## src/logic/mont_pkg.sv

```systemverilog
`default_nettype none

package mont_pkg;

    // Operand width, everything else follows from it
    localparam int OPERAND_W = 64;

    // Room for 3b + 3m plus carry and sign
    localparam int ACC_W = OPERAND_W + 3;

    // Radix-4 steps per multiplication
    localparam int DIGIT_COUNT = OPERAND_W / 2;
    localparam int DIGIT_CNT_W = $clog2(DIGIT_COUNT);

    // Multiples i*b + j*m for i, j in 0..3
    localparam int TABLE_SIZE = 16;

    typedef logic [OPERAND_W-1:0] operand_t;
    typedef logic [ACC_W-1:0] acc_t;

    typedef struct packed {
        logic [1:0] b_digit;
        logic [1:0] m_digit;
    } mult_digits_t;

    // Table index, either as an address or as the two digits
    typedef union packed {
        logic [3:0] index;
        mult_digits_t digits;
    } mult_sel_u;

    typedef enum logic [2:0] {
        IDLE,
        BUILD,
        STEP,
        REDUCE,
        FINISH
    } mont_state_t;

endpackage

`default_nettype wire

```

## src/logic/mult_table_if.sv

```systemverilog
`timescale 1ns/10ps
`default_nettype none

interface mult_table_if;
    import mont_pkg::*;

    // Build request and completion
    logic build;
    logic ready;

    // Digit pair from decode, selected multiple back to the accumulator
    mult_sel_u sel;
    acc_t multiple;

    modport builder (output build, input ready);
    modport index (output sel);
    modport store (input build, input sel, output ready, output multiple);
    modport operand (input multiple);

endinterface

`default_nettype wire

```

## src/logic/mont_control.sv

```systemverilog
`timescale 1ns/10ps
`default_nettype none

module mont_control (
    input  logic clk,
    input  logic resetn,
    input  logic start,
    output logic clear,
    output logic step,
    output logic reduce_go,
    input  logic reduce_done,
    mult_table_if.builder tbl
);
    import mont_pkg::*;

    mont_state_t state;
    logic [DIGIT_CNT_W-1:0] digit_cnt;

    // Operands are captured on the same edge that accepts start
    assign clear = (state == IDLE) && start;
    assign step = (state == STEP);

    always_ff @(posedge clk) begin
        if (!resetn) begin
            state <= IDLE;
            digit_cnt <= '0;
            tbl.build <= 1'b0;
            reduce_go <= 1'b0;
        end else begin
            tbl.build <= 1'b0;
            reduce_go <= 1'b0;
            case (state)
                IDLE: begin
                    if (start) begin
                        state <= BUILD;
                        digit_cnt <= '0;
                        tbl.build <= 1'b1;
                    end
                end
                BUILD: begin
                    // Ready is still high from the last run while build is up
                    if (tbl.ready && !tbl.build) begin
                        state <= STEP;
                    end
                end
                STEP: begin
                    digit_cnt <= digit_cnt + DIGIT_CNT_W'(1);
                    if (digit_cnt == DIGIT_CNT_W'(DIGIT_COUNT - 1)) begin
                        state <= REDUCE;
                        reduce_go <= 1'b1;
                    end
                end
                REDUCE: begin
                    if (reduce_done) begin
                        state <= FINISH;
                    end
                end
                FINISH: begin
                    state <= IDLE;
                end
                default: begin
                    state <= IDLE;
                end
            endcase
        end
    end

endmodule

`default_nettype wire

```

## src/logic/digit_decode.sv

```systemverilog
`timescale 1ns/10ps
`default_nettype none

module digit_decode (
    input  logic clk,
    input  logic resetn,
    input  logic clear,
    input  logic step,
    input  mont_pkg::operand_t in_a,
    input  mont_pkg::operand_t in_b,
    input  mont_pkg::operand_t in_m,
    input  logic [1:0] acc_low,
    mult_table_if.index tbl
);
    import mont_pkg::*;

    operand_t a_reg;
    logic [1:0] b_digit;
    logic [1:0] b_part;
    logic [1:0] partial;
    logic [1:0] m_inv;
    mult_sel_u sel;

    // a is consumed two bits per step, low digit first
    always_ff @(posedge clk) begin
        if (!resetn) begin
            a_reg <= '0;
        end else if (clear) begin
            a_reg <= in_a;
        end else if (step) begin
            a_reg <= a_reg >> 2;
        end
    end

    always_comb begin
        b_digit = a_reg[1:0];
        // Everything mod 4, only the low bits of b matter
        b_part = b_digit * in_b[1:0];
        partial = acc_low + b_part;
        // m is odd, so m mod 4 is its own inverse
        m_inv = {in_m[1], 1'b1};
        sel.digits.b_digit = b_digit;
        sel.digits.m_digit = (-partial) * m_inv;
    end

    assign tbl.sel = sel;

endmodule

`default_nettype wire

```

## src/logic/mult_table.sv

```systemverilog
`timescale 1ns/10ps
`default_nettype none

module mult_table (
    input  logic clk,
    input  logic resetn,
    input  mont_pkg::operand_t in_b,
    input  mont_pkg::operand_t in_m,
    mult_table_if.store tbl
);
    import mont_pkg::*;

    // Entry 0 is always zero and never stored
    acc_t entries [1:TABLE_SIZE-1];
    logic filling;
    logic [3:0] wr_idx;
    mult_sel_u fill_sel;
    logic [3:0] base_idx;
    acc_t base;
    acc_t addend;

    always_comb begin
        // Build pulse writes entry 1 on its own edge
        fill_sel.index = tbl.build ? 4'd1 : wr_idx;
        if (fill_sel.digits.m_digit != 2'd0) begin
            base_idx = fill_sel.index - 4'd1;
            addend = acc_t'(in_m);
        end else begin
            base_idx = fill_sel.index - 4'd4;
            addend = acc_t'(in_b);
        end
        base = (base_idx == 4'd0) ? '0 : entries[base_idx];
    end

    always_ff @(posedge clk) begin
        if (tbl.build || filling) begin
            entries[fill_sel.index] <= base + addend;
        end
    end

    always_ff @(posedge clk) begin
        if (!resetn) begin
            filling <= 1'b0;
            wr_idx <= '0;
            tbl.ready <= 1'b0;
        end else if (tbl.build) begin
            filling <= 1'b1;
            wr_idx <= 4'd2;
            tbl.ready <= 1'b0;
        end else if (filling) begin
            wr_idx <= wr_idx + 4'd1;
            if (wr_idx == 4'(TABLE_SIZE - 1)) begin
                filling <= 1'b0;
                tbl.ready <= 1'b1;
            end
        end
    end

    assign tbl.multiple = (tbl.sel.index == 4'd0) ? '0 : entries[tbl.sel.index];

endmodule

`default_nettype wire

```

## src/logic/mont_accumulate.sv

```systemverilog
`timescale 1ns/10ps
`default_nettype none

module mont_accumulate (
    input  logic clk,
    input  logic resetn,
    input  logic clear,
    input  logic step,
    mult_table_if.operand tbl,
    output mont_pkg::acc_t acc,
    output logic [1:0] acc_low
);
    import mont_pkg::*;

    acc_t sum;

    // Stays below 8m, so no carry out of ACC_W
    assign sum = acc + tbl.multiple;

    // Decode picks the m digit so the low two bits of sum are zero
    always_ff @(posedge clk) begin
        if (!resetn) begin
            acc <= '0;
        end else if (clear) begin
            acc <= '0;
        end else if (step) begin
            acc <= sum >> 2;
        end
    end

    assign acc_low = acc[1:0];

endmodule

`default_nettype wire

```

## src/logic/mont_reduce.sv

```systemverilog
`timescale 1ns/10ps
`default_nettype none

module mont_reduce (
    input  logic clk,
    input  logic resetn,
    input  logic reduce_go,
    input  mont_pkg::acc_t acc,
    input  mont_pkg::operand_t in_m,
    output mont_pkg::operand_t result,
    output logic reduce_done
);
    import mont_pkg::*;

    acc_t value;
    acc_t diff;
    acc_t total;
    logic busy;
    logic negative;

    assign diff = value - acc_t'(in_m);
    assign total = value + acc_t'(in_m);
    assign negative = $signed(value) < 0;

    // Subtract m until the sign flips
    always_ff @(posedge clk) begin
        if (reduce_go) begin
            value <= acc;
        end else if (busy && !negative) begin
            value <= diff;
        end
    end

    always_ff @(posedge clk) begin
        if (!resetn) begin
            busy <= 1'b0;
            result <= '0;
            reduce_done <= 1'b0;
        end else begin
            reduce_done <= 1'b0;
            if (reduce_go) begin
                busy <= 1'b1;
            end else if (busy && negative) begin
                // One add-back lands in the result
                busy <= 1'b0;
                result <= total[OPERAND_W-1:0];
                reduce_done <= 1'b1;
            end
        end
    end

endmodule

`default_nettype wire

```

## src/logic/mont_mult.sv

```systemverilog
`timescale 1ns/10ps
`default_nettype none

module mont_mult (
    input  logic clk,
    input  logic resetn,
    input  logic start,
    input  logic [mont_pkg::OPERAND_W-1:0] in_a,
    input  logic [mont_pkg::OPERAND_W-1:0] in_b,
    input  logic [mont_pkg::OPERAND_W-1:0] in_m,
    output logic [mont_pkg::OPERAND_W-1:0] result,
    output logic done
);
    import mont_pkg::*;

    logic clear;
    logic step;
    logic reduce_go;
    logic reduce_done;
    acc_t acc;
    logic [1:0] acc_low;

    mult_table_if tbl_if ();

    mont_control mont_control_inst (
        .clk         (clk),
        .resetn      (resetn),
        .start       (start),
        .clear       (clear),
        .step        (step),
        .reduce_go   (reduce_go),
        .reduce_done (reduce_done),
        .tbl         (tbl_if.builder)
    );

    digit_decode digit_decode_inst (
        .clk     (clk),
        .resetn  (resetn),
        .clear   (clear),
        .step    (step),
        .in_a    (in_a),
        .in_b    (in_b),
        .in_m    (in_m),
        .acc_low (acc_low),
        .tbl     (tbl_if.index)
    );

    mult_table mult_table_inst (
        .clk    (clk),
        .resetn (resetn),
        .in_b   (in_b),
        .in_m   (in_m),
        .tbl    (tbl_if.store)
    );

    mont_accumulate mont_accumulate_inst (
        .clk     (clk),
        .resetn  (resetn),
        .clear   (clear),
        .step    (step),
        .tbl     (tbl_if.operand),
        .acc     (acc),
        .acc_low (acc_low)
    );

    mont_reduce mont_reduce_inst (
        .clk         (clk),
        .resetn      (resetn),
        .reduce_go   (reduce_go),
        .acc         (acc),
        .in_m        (in_m),
        .result      (result),
        .reduce_done (reduce_done)
    );

    assign done = reduce_done;

endmodule

`default_nettype wire

```

## config.mk

```make
export PLATFORM = sky130hd
export DESIGN_NAME = mont_mult
export DESIGN_NICKNAME = d
export VERILOG_FILES = /design/src/logic/mont_pkg.sv /design/src/logic/mult_table_if.sv /design/src/logic/mont_control.sv /design/src/logic/digit_decode.sv /design/src/logic/mult_table.sv /design/src/logic/mont_accumulate.sv /design/src/logic/mont_reduce.sv /design/src/logic/mont_mult.sv
export SDC_FILE = /design/constraint.sdc
export NUM_CORES = 2
export LEC_CHECK = 0
export BUFFER_PORTS_ARGS = -buffer_cell sky130_fd_sc_hd__buf_2
export CAP_MARGIN = 10
export CORE_MARGIN = 2
export CORE_UTILIZATION = 55
export DETAILED_ROUTE_END_ITERATION = 10
export GPL_TIMING_DRIVEN = 0
export PLACE_DENSITY_LB_ADDON = 0.2
export SLEW_MARGIN = 30
export SYNTH_ARGS = -nofsm -noshare
export SYNTH_HDL_FRONTEND = slang
export SYNTH_SLANG_ARGS = --single-unit
```

## constraint.sdc

```tcl
create_clock -name clk -period 6.9 [get_ports clk]
set_input_delay 1.725 -clock clk [delete_from_list [all_inputs] [get_ports clk]]
set_output_delay 1.725 -clock clk [all_outputs]
set_load 0.02 [all_outputs]
```

## Word-level counts from Yosys, hierarchy flattened

Memory sizes are Yosys's and may differ from the RTL's.
Cells that the tools add are included.

- Bits in writable memories: 1005
- Output and inout bits: 65
- Input bits: 195
- Word-level logic and storage cells: 93
- Memories: 1
- Bits in registers: 278

- Reductions and logical operators: 25
- Add/subtract/negate cells: 10
- Equality and inequality tests: 9
- Mux-type cells: 28
- Bitwise operators: 2
- Multiply operators: 2
- Order comparisons: 1

Memory list:

| memory | words | width | rd ports | clocked after Yosys merged registers in | write ports | line | text |
|---|---|---|---|---|---|---|---|
| mult_table_inst.entries | 15 | 67 | 2 | 0 | 1 | mult_table.sv:14 | `acc_t entries [1:TABLE_SIZE-1];` |

Operators by type and width:

| cell | number |
|---|---|
| 67-bit two-way mux | 3 |
| 64-bit two-way mux | 3 |
| 65-bit by 67-bit adder with 67-bit output | 1 |
| 67-bit by 64-bit adder with 67-bit output | 1 |
| 67-bit by 1-bit less-than comparator with 1-bit output, second input constant | 1 |
| 67-bit by 64-bit subtractor with 67-bit output | 1 |
| 65-bit two-way mux | 1 |
| 64-bit adder | 1 |
| 3-bit two-way mux | 4 |
| 3-bit one-hot mux with 4 select lines | 1 |
| 2-bit nonzero test | 6 |
| 1-bit two-way mux | 10 |
| 5-bit one-hot mux with 2 select lines | 1 |
| 2-bit AND reduction | 5 |
| 4-bit logical NOT | 2 |
| 4-bit two-way mux | 2 |
| 3-bit by 2-bit equality test with 1-bit output, second input constant | 2 |
| 2-bit OR reduction | 3 |
| 5-bit by 1-bit adder with 5-bit output, second input constant | 1 |
| 5-bit equality test, second input constant | 1 |
| 5-bit two-way mux | 1 |
| 4-bit by 1-bit adder with 4-bit output, second input constant | 1 |
| 4-bit equality test, second input constant | 1 |
| 1-bit logical AND | 4 |
| 14 further kinds | 20 |

## Logic depth before layout (Yosys ltp)

- Depth after elaboration: 7
- Gate-level depth with buffers: 30
- Mapped depth without buffers: 25

## Modules after synthesis

From an unflattened synthesis, not the netlist that was laid out.

- Cell total of the unflattened synthesis: 6133
- Area total of the unflattened synthesis: 71451.0 um^2

Modules (own cells, without submodules):

| module | cells an instance | instances | area an instance (um^2) | sequential area each (um^2) |
|---|---|---|---|---|
| mult_table | 3374 | 1 | 49396.1 | 30299.1 |
| mont_reduce | 1649 | 1 | 12904.9 | 3333.2 |
| mont_accumulate | 760 | 1 | 5799.3 | 1301.2 |
| digit_decode | 296 | 1 | 2885.3 | 1281.2 |
| mont_control | 54 | 1 | 465.4 | 200.2 |

## Worst setup path after synthesis

Ideal clock, no wire load.

- Kind: input-to-reg
- Start: in in_b[0] in the netlist's numbering
- End: reg mont_accumulate_inst.acc[64]
- Arrival time: 7.163 ns
- Data required time: 6.783 ns
- Path buffers: 5
- Slack: -0.380 ns
- Setup time: 0.117 ns
- Stages: 22
- Cells stage by stage: nand2_1 > ha_1 > buf_6 > buf_1 > buf_1 > clkbuf_1 > mux4_2 > mux2i_1 > a211oi_1 > ha_1 > clkbuf_1 > nand4_1 > or2_2 > or4_1 > o31ai_4 > a31oi_2 > o21ai_1 > a21oi_1 > o311ai_2 > nand2_1 > xnor2_1 > a22o_1

- Longest elaborated chain between the ends: 7
- Elaborated cells on any way between the ends: 8
- Those cells by class: add/sub (3); mul (2); mux (1); reduce/logical (1); memory (1)

Ends and longest elaborated chain:

| what | line | text |
|---|---|---|
| start: declaration | mont_mult.sv:9 | `input logic [mont_pkg::OPERAND_W-1:0] in_b,` |
| 2-bit by 2-bit multiplier with 2-bit output * | digit_decode.sv:38 | `b_part = b_digit * in_b[1:0];` |
| 2-bit adder * | digit_decode.sv:39 | `partial = acc_low + b_part;` |
| 2-bit negation * | digit_decode.sv:43 | `sel.digits.m_digit = (-partial) * m_inv;` |
| 2-bit by 2-bit multiplier with 2-bit output * | digit_decode.sv:43 |  |
| memory 15 x 67 bit or 4-bit logical NOT (tied branches) | - |  |
| 67-bit two-way mux * | mult_table.sv:59 | `assign tbl.multiple = (tbl.sel.index == 4'd0) ? '0 : entries[tbl.sel.index];` |
| 65-bit by 67-bit adder with 67-bit output * | mont_accumulate.sv:18 | `assign sum = acc + tbl.multiple;` |
| end signal: assignment | mont_accumulate.sv:27 | `acc <= sum >> 2;` |
| end: declaration | mont_accumulate.sv:10 | `output mont_pkg::acc_t acc,` |

Every way passes the cells marked *; elsewhere a longest branch is shown, timed or not.
A chain may end at the register's enable or synchronous reset.

## Final worst setup path

- Start: reg mult_table_inst.wr_idx[0]
- End: mem mult_table_inst.entries[13][65] in the netlist's numbering, data pin

- Longest elaborated chain between the ends: 6
- Elaborated cells on any way between the ends: 10
- Those cells by class: add/sub (3); mux (4); reduce/logical (2); memory (1)

Ends and longest elaborated chain:

| what | line | text |
|---|---|---|
| start: declaration | mult_table.sv:16 | `logic [3:0] wr_idx;` |
| start signal: assignment | mult_table.sv:51 | `wr_idx <= wr_idx + 4'd1;` |
| 4-bit two-way mux * | mult_table.sv:24 | `fill_sel.index = tbl.build ? 4'd1 : wr_idx;` |
| 4-bit by 3-bit subtractor with 4-bit output (tied with other cells) | mult_table.sv:29 | `base_idx = fill_sel.index - 4'd4;` |
| 4-bit two-way mux | mult_table.sv:25 | `if (fill_sel.digits.m_digit != 2'd0) begin` |
| memory 15 x 67 bit or 4-bit logical NOT (tied branches) | - |  |
| 67-bit two-way mux | mult_table.sv:32 | `base = (base_idx == 4'd0) ? '0 : entries[base_idx];` |
| 67-bit by 64-bit adder with 67-bit output * | mult_table.sv:37 | `entries[fill_sel.index] <= base + addend;` |
| end: declaration | mult_table.sv:14 |  |

Marked as above.

==> impl_metrics.json <==
{
  "grt_pass1_vias": 53350,
  "synthCells": 6037,
  "tightest_slew_ns": 1.209,
  "synthTopCellsByArea": "edfxtp_1 (47%), mux4_2 (8.8%), dfxtp_1 (6.1%), ha_1 (4.8%), a21oi_1 (4.5%)",
  "max_slew_margin_pct": 18.53,
  "worst_slack_ns": -0.01053,
  "ys_seq_area_share_pct": 52.66,
  "drc": 0,
  "reg.largest.list": "mult_table_inst.entries x1005, mont_reduce_inst.value x67, mont_accumulate_inst.acc x65",
  "num_vias": 55020,
  "clk_latency_ns": 0.80,
  "largest_reg_flops": 1005,
  "synth_area_mm2": 0.06915,
  "finalNetCount": 6961,
  "clockBufferDepth": 3,
  "rows": 130,
  "violations": "setup timing",
  "area_delta_synth_final_pct": 16.47,
  "start_util_pct": 55.21,
  "cts_root_buffer": "clkbuf_16",
  "yosysWarnings": 0,
  "critical_path.max_fanout": 13,
  "fin_total_pwr_mw": 23.58,
  "fin_crit_sh_pct": 100.2,
  "finalHoldViolCount": 0,
  "core_area_mm2": 0.1252,
  "leakage_nw": 28.36,
  "place_ws_ns": -3.611,
  "fill_cells": 9446,
  "top_register": "mult_table_inst.entries",
  "numClockSinks": 1283,
  "die_area_mm2": 0.1286,
  "ys_ff_latch": 1283,
  "yosysTopAreaCellShare_pct": 46.55,
  "port-buffer-count": 259,
  "crit_path_start_kind": "flip-flop",
  "path_class": "reg2reg",
  "setup_viol": 12,
  "syn-num-nets": 6498,
  "worstPathRequired_ns": 7.46,
  "p_sw_share_pct": 31.77,
  "synth_top_area_cell": "edfxtp_1",
  "synthArstFlopShare_pct": 0,
  "regArea_mm2": 0.03641,
  "cts_tree": "built",
  "numCtsBuffers": 133,
  "final.min_clock_period_ns": 6.911,
  "pwr-share-clk_pct": 31.1,
  "cpMostUsedCell": "buf_4",
  "ir_worst_vdd_uv": 189.6,
  "powerDensity_mw_per_mm2": 292.7,
  "place_inst": 7992,
  "htreeDepth": 4,
  "cp_slowest_cell": "o21ai_1",
  "synth_edf_count": 1072,
  "avgSynthCellArea_um2": 11.45,
  "seq_power_share_pct": 42.7,
  "synth.distinct_cells": 91,
  "avgViaCountPerCell": 6.656,
  "die_w_um": 358.6,
  "tns_ns": -0.05878,
  "first_pass_iters": 6,
  "die_h_um": 358.6,
  "drive_gt1_share_pct": 18.99,
  "io_pins": 260,
  "internal_power_mw": 16.09,
  "grt_max_degree": 45,
  "grt_overflow": 0,
  "dpl.hpwl_mm": 175.3,
  "final_area_mm2": 0.08054,
  "clk_transition_reported_paths_ns": 0.06,
  "finalMaxSlewViolations": 0,
  "antenna_found_initial": 8,
  "final_cells": 8266,
  "slowest_delay_ns": 0.76,
  "multi_input_area_mm2": 0.03235,
  "cap_viol_max_count": 0,
  "skew_ns": 0.03175,
  "initialDrtViolationCount": 7163,
  "min_path_type": "reg2reg",
  "grt_use_total_pct": 36.25,
  "gp_congestion": 0.9817,
  "ant_nets": 0,
  "max_freq_ghz": 0.1447,
  "grt_pass1_wl_mm": 339.4,
  "crit_chain": "buf_2 -> nor3_2 -> buf_4 -> clkbuf_2 -> clkbuf_2 -> o21ai_1 -> ha_1 -> a21o_1 -> nand4_1 -> a21oi_1 -> o31a_1 -> a211oi_4 -> o32ai_4 -> nor3_4 -> o41ai_4 -> buf_4 -> a221oi_4 -> o311ai_4 -> a21oi_2 -> nor2_2 -> xnor2_4 -> buf_4",
  "wl_mm": 239.4,
  "status": "finished with violations",
  "ys.flop_type": "edfxtp_1",
  "detail_route.wl_per_cell_um": 28.96,
  "p_switching_mw": 7.490,
  "worst_setup_path_end_kind": "flip-flop",
  "critPathArrivalTime_ns": 7.47,
  "pwr-share-comb_pct": 26.2,
  "dpl-instance-area_mm2": 0.07390
}
## stage by stage
| step | hold slack, ns | utilization (%) |
|---|---|---|
| 6_report | 0.4470 | 64.31 |
| 5_1_grt | 0.4669 | 64.28 |
| 4_1_cts | 0.4481 | 63.51 |
| 3_5_place_dp | 0.4413 | 59.00 |
| 3_3_place_gp | 0.4398 | 57.92 |
| 2_1_floorplan | 0.4147 | - |
## final cells by class
type	instances	area share [%]
Antenna cell	12	0.03728
Buffer	385	2.484
Clock buffer	162	4.476
Clock inverter	77	0.9274
Inverter	174	0.8109
Multi-Input combinational cell	4179	40.17
Sequential cell	1283	45.21
Tap cell	1650	2.563
Timing Repair Buffer	344	3.318
## cells by family after synthesis
kind of cell    count (synthesis)  share of synthesized area [%]
xor+xnor                      245                          3.163
flops                        1283                          52.66
buf+inv                       577                          3.161
fa+ha+maj                     266                          4.845
mux                           414                          10.90
simple gates                 1425                          8.833
compound gates               1827                          16.44
## cell usage in the layout (no fill, tap or decap), types with 70 or more instances in the layout
cell / instances
o21bai_1: 73
buf_2: 282
mux2i_1: 132
clkbuf_16: 144
inv_1: 170
a221oi_1: 70
clkbuf_1: 226
edfxtp_1: 1072
clkbuf_2: 70
a211oi_1: 179
a21o_1: 135
xnor2_1: 132
ha_1: 236
nor2_1: 363
dfxtp_1: 211
a21oi_1: 611
nor3_1: 97
o21ai_0: 376
nand2_1: 692
mux4_2: 270
## worst paths after layout
check / startpoint / end / slack, ns / cells after the start
max: mult_table_inst.wr_idx[0]$_SDFFE_PP0P_ / mult_table_inst.entries[13][65]$_DFFE_PP_ / -0.01 / 22
min: mont_reduce_inst.result[41]$_SDFFE_PN0P_ / mont_reduce_inst.result[41]$_SDFFE_PN0P_ / 0.45 / 2
max reg2reg: mult_table_inst.wr_idx[0]$_SDFFE_PP0P_ / mult_table_inst.entries[13][65]$_DFFE_PP_ / -0.01 / 22
min reg2reg: mont_reduce_inst.result[41]$_SDFFE_PN0P_ / mont_reduce_inst.result[41]$_SDFFE_PN0P_ / 0.45 / 2
## critical path, delay by kind of cell, from the launching register on
| kind | cells | cell delay [ns] |
|---|---|---|
| xor gates and xnor gates | 1 | 0.18 |
| adders and majority gates | 1 | 0.38 |
| buffers and inverters | 6 | 1.76 |
| and+or+nand+nor | 4 | 0.79 |
| DFF | 1 | 0.41 |
| AOI/OAI and AO/OA | 10 | 3.12 |
## power by group through the flow
stage	registers [mW]	clock network, mW	logic [mW]
after floorplan	10.2	0	3.27
after global placement	10.2	0	5.00
after detailed placement	10.2	0	5.31
after CTS	10.1	7.33	5.67
after global routing	10.1	7.60	6.56
final	10.1	7.34	6.18
## routing by layer
layer  vias to the layer above  track usage (%)  share of wire, %
met2                      3576            57.93                46
li1                      23840                -                 -
met5                         -                0             0.029
met1                     26960            45.62                36
met3                       640            10.54                13
met4                        10            17.03               5.1
## Yosys cell counts, drive strengths merged (7+ instances only)
master / instances
edfxtp: 1072
nand2: 693
a21oi: 628
o21ai: 421
nor2: 373
clkbuf: 335
mux4: 270
ha: 263
a211oi: 249
dfxtp: 211
xnor2: 176
inv: 171
mux2i: 140
a21o: 136
nor3: 101
o21bai: 76
a221oi: 73
xor2: 69
buf: 68
a22oi: 66
nand4: 55
nand3: 44
nand2b: 36
a31oi: 30
o21a: 28
o31ai: 25
and2: 23
nor2b: 21
or3: 20
and3: 14
nor4: 14
a21boi: 12
o31a: 9
o22ai: 8
or2: 8
o41ai: 7
or4: 7
## what timing repair did
action,4_1_cts,5_1_grt
buffers inserted,18,20
endpoints found under the setup margin,935,413
resized for setup,298,179
pin swaps,29,65
hold buffers,0,0
gates cloned,0,2
Note: power is estimated with default switching activity, not from simulation.
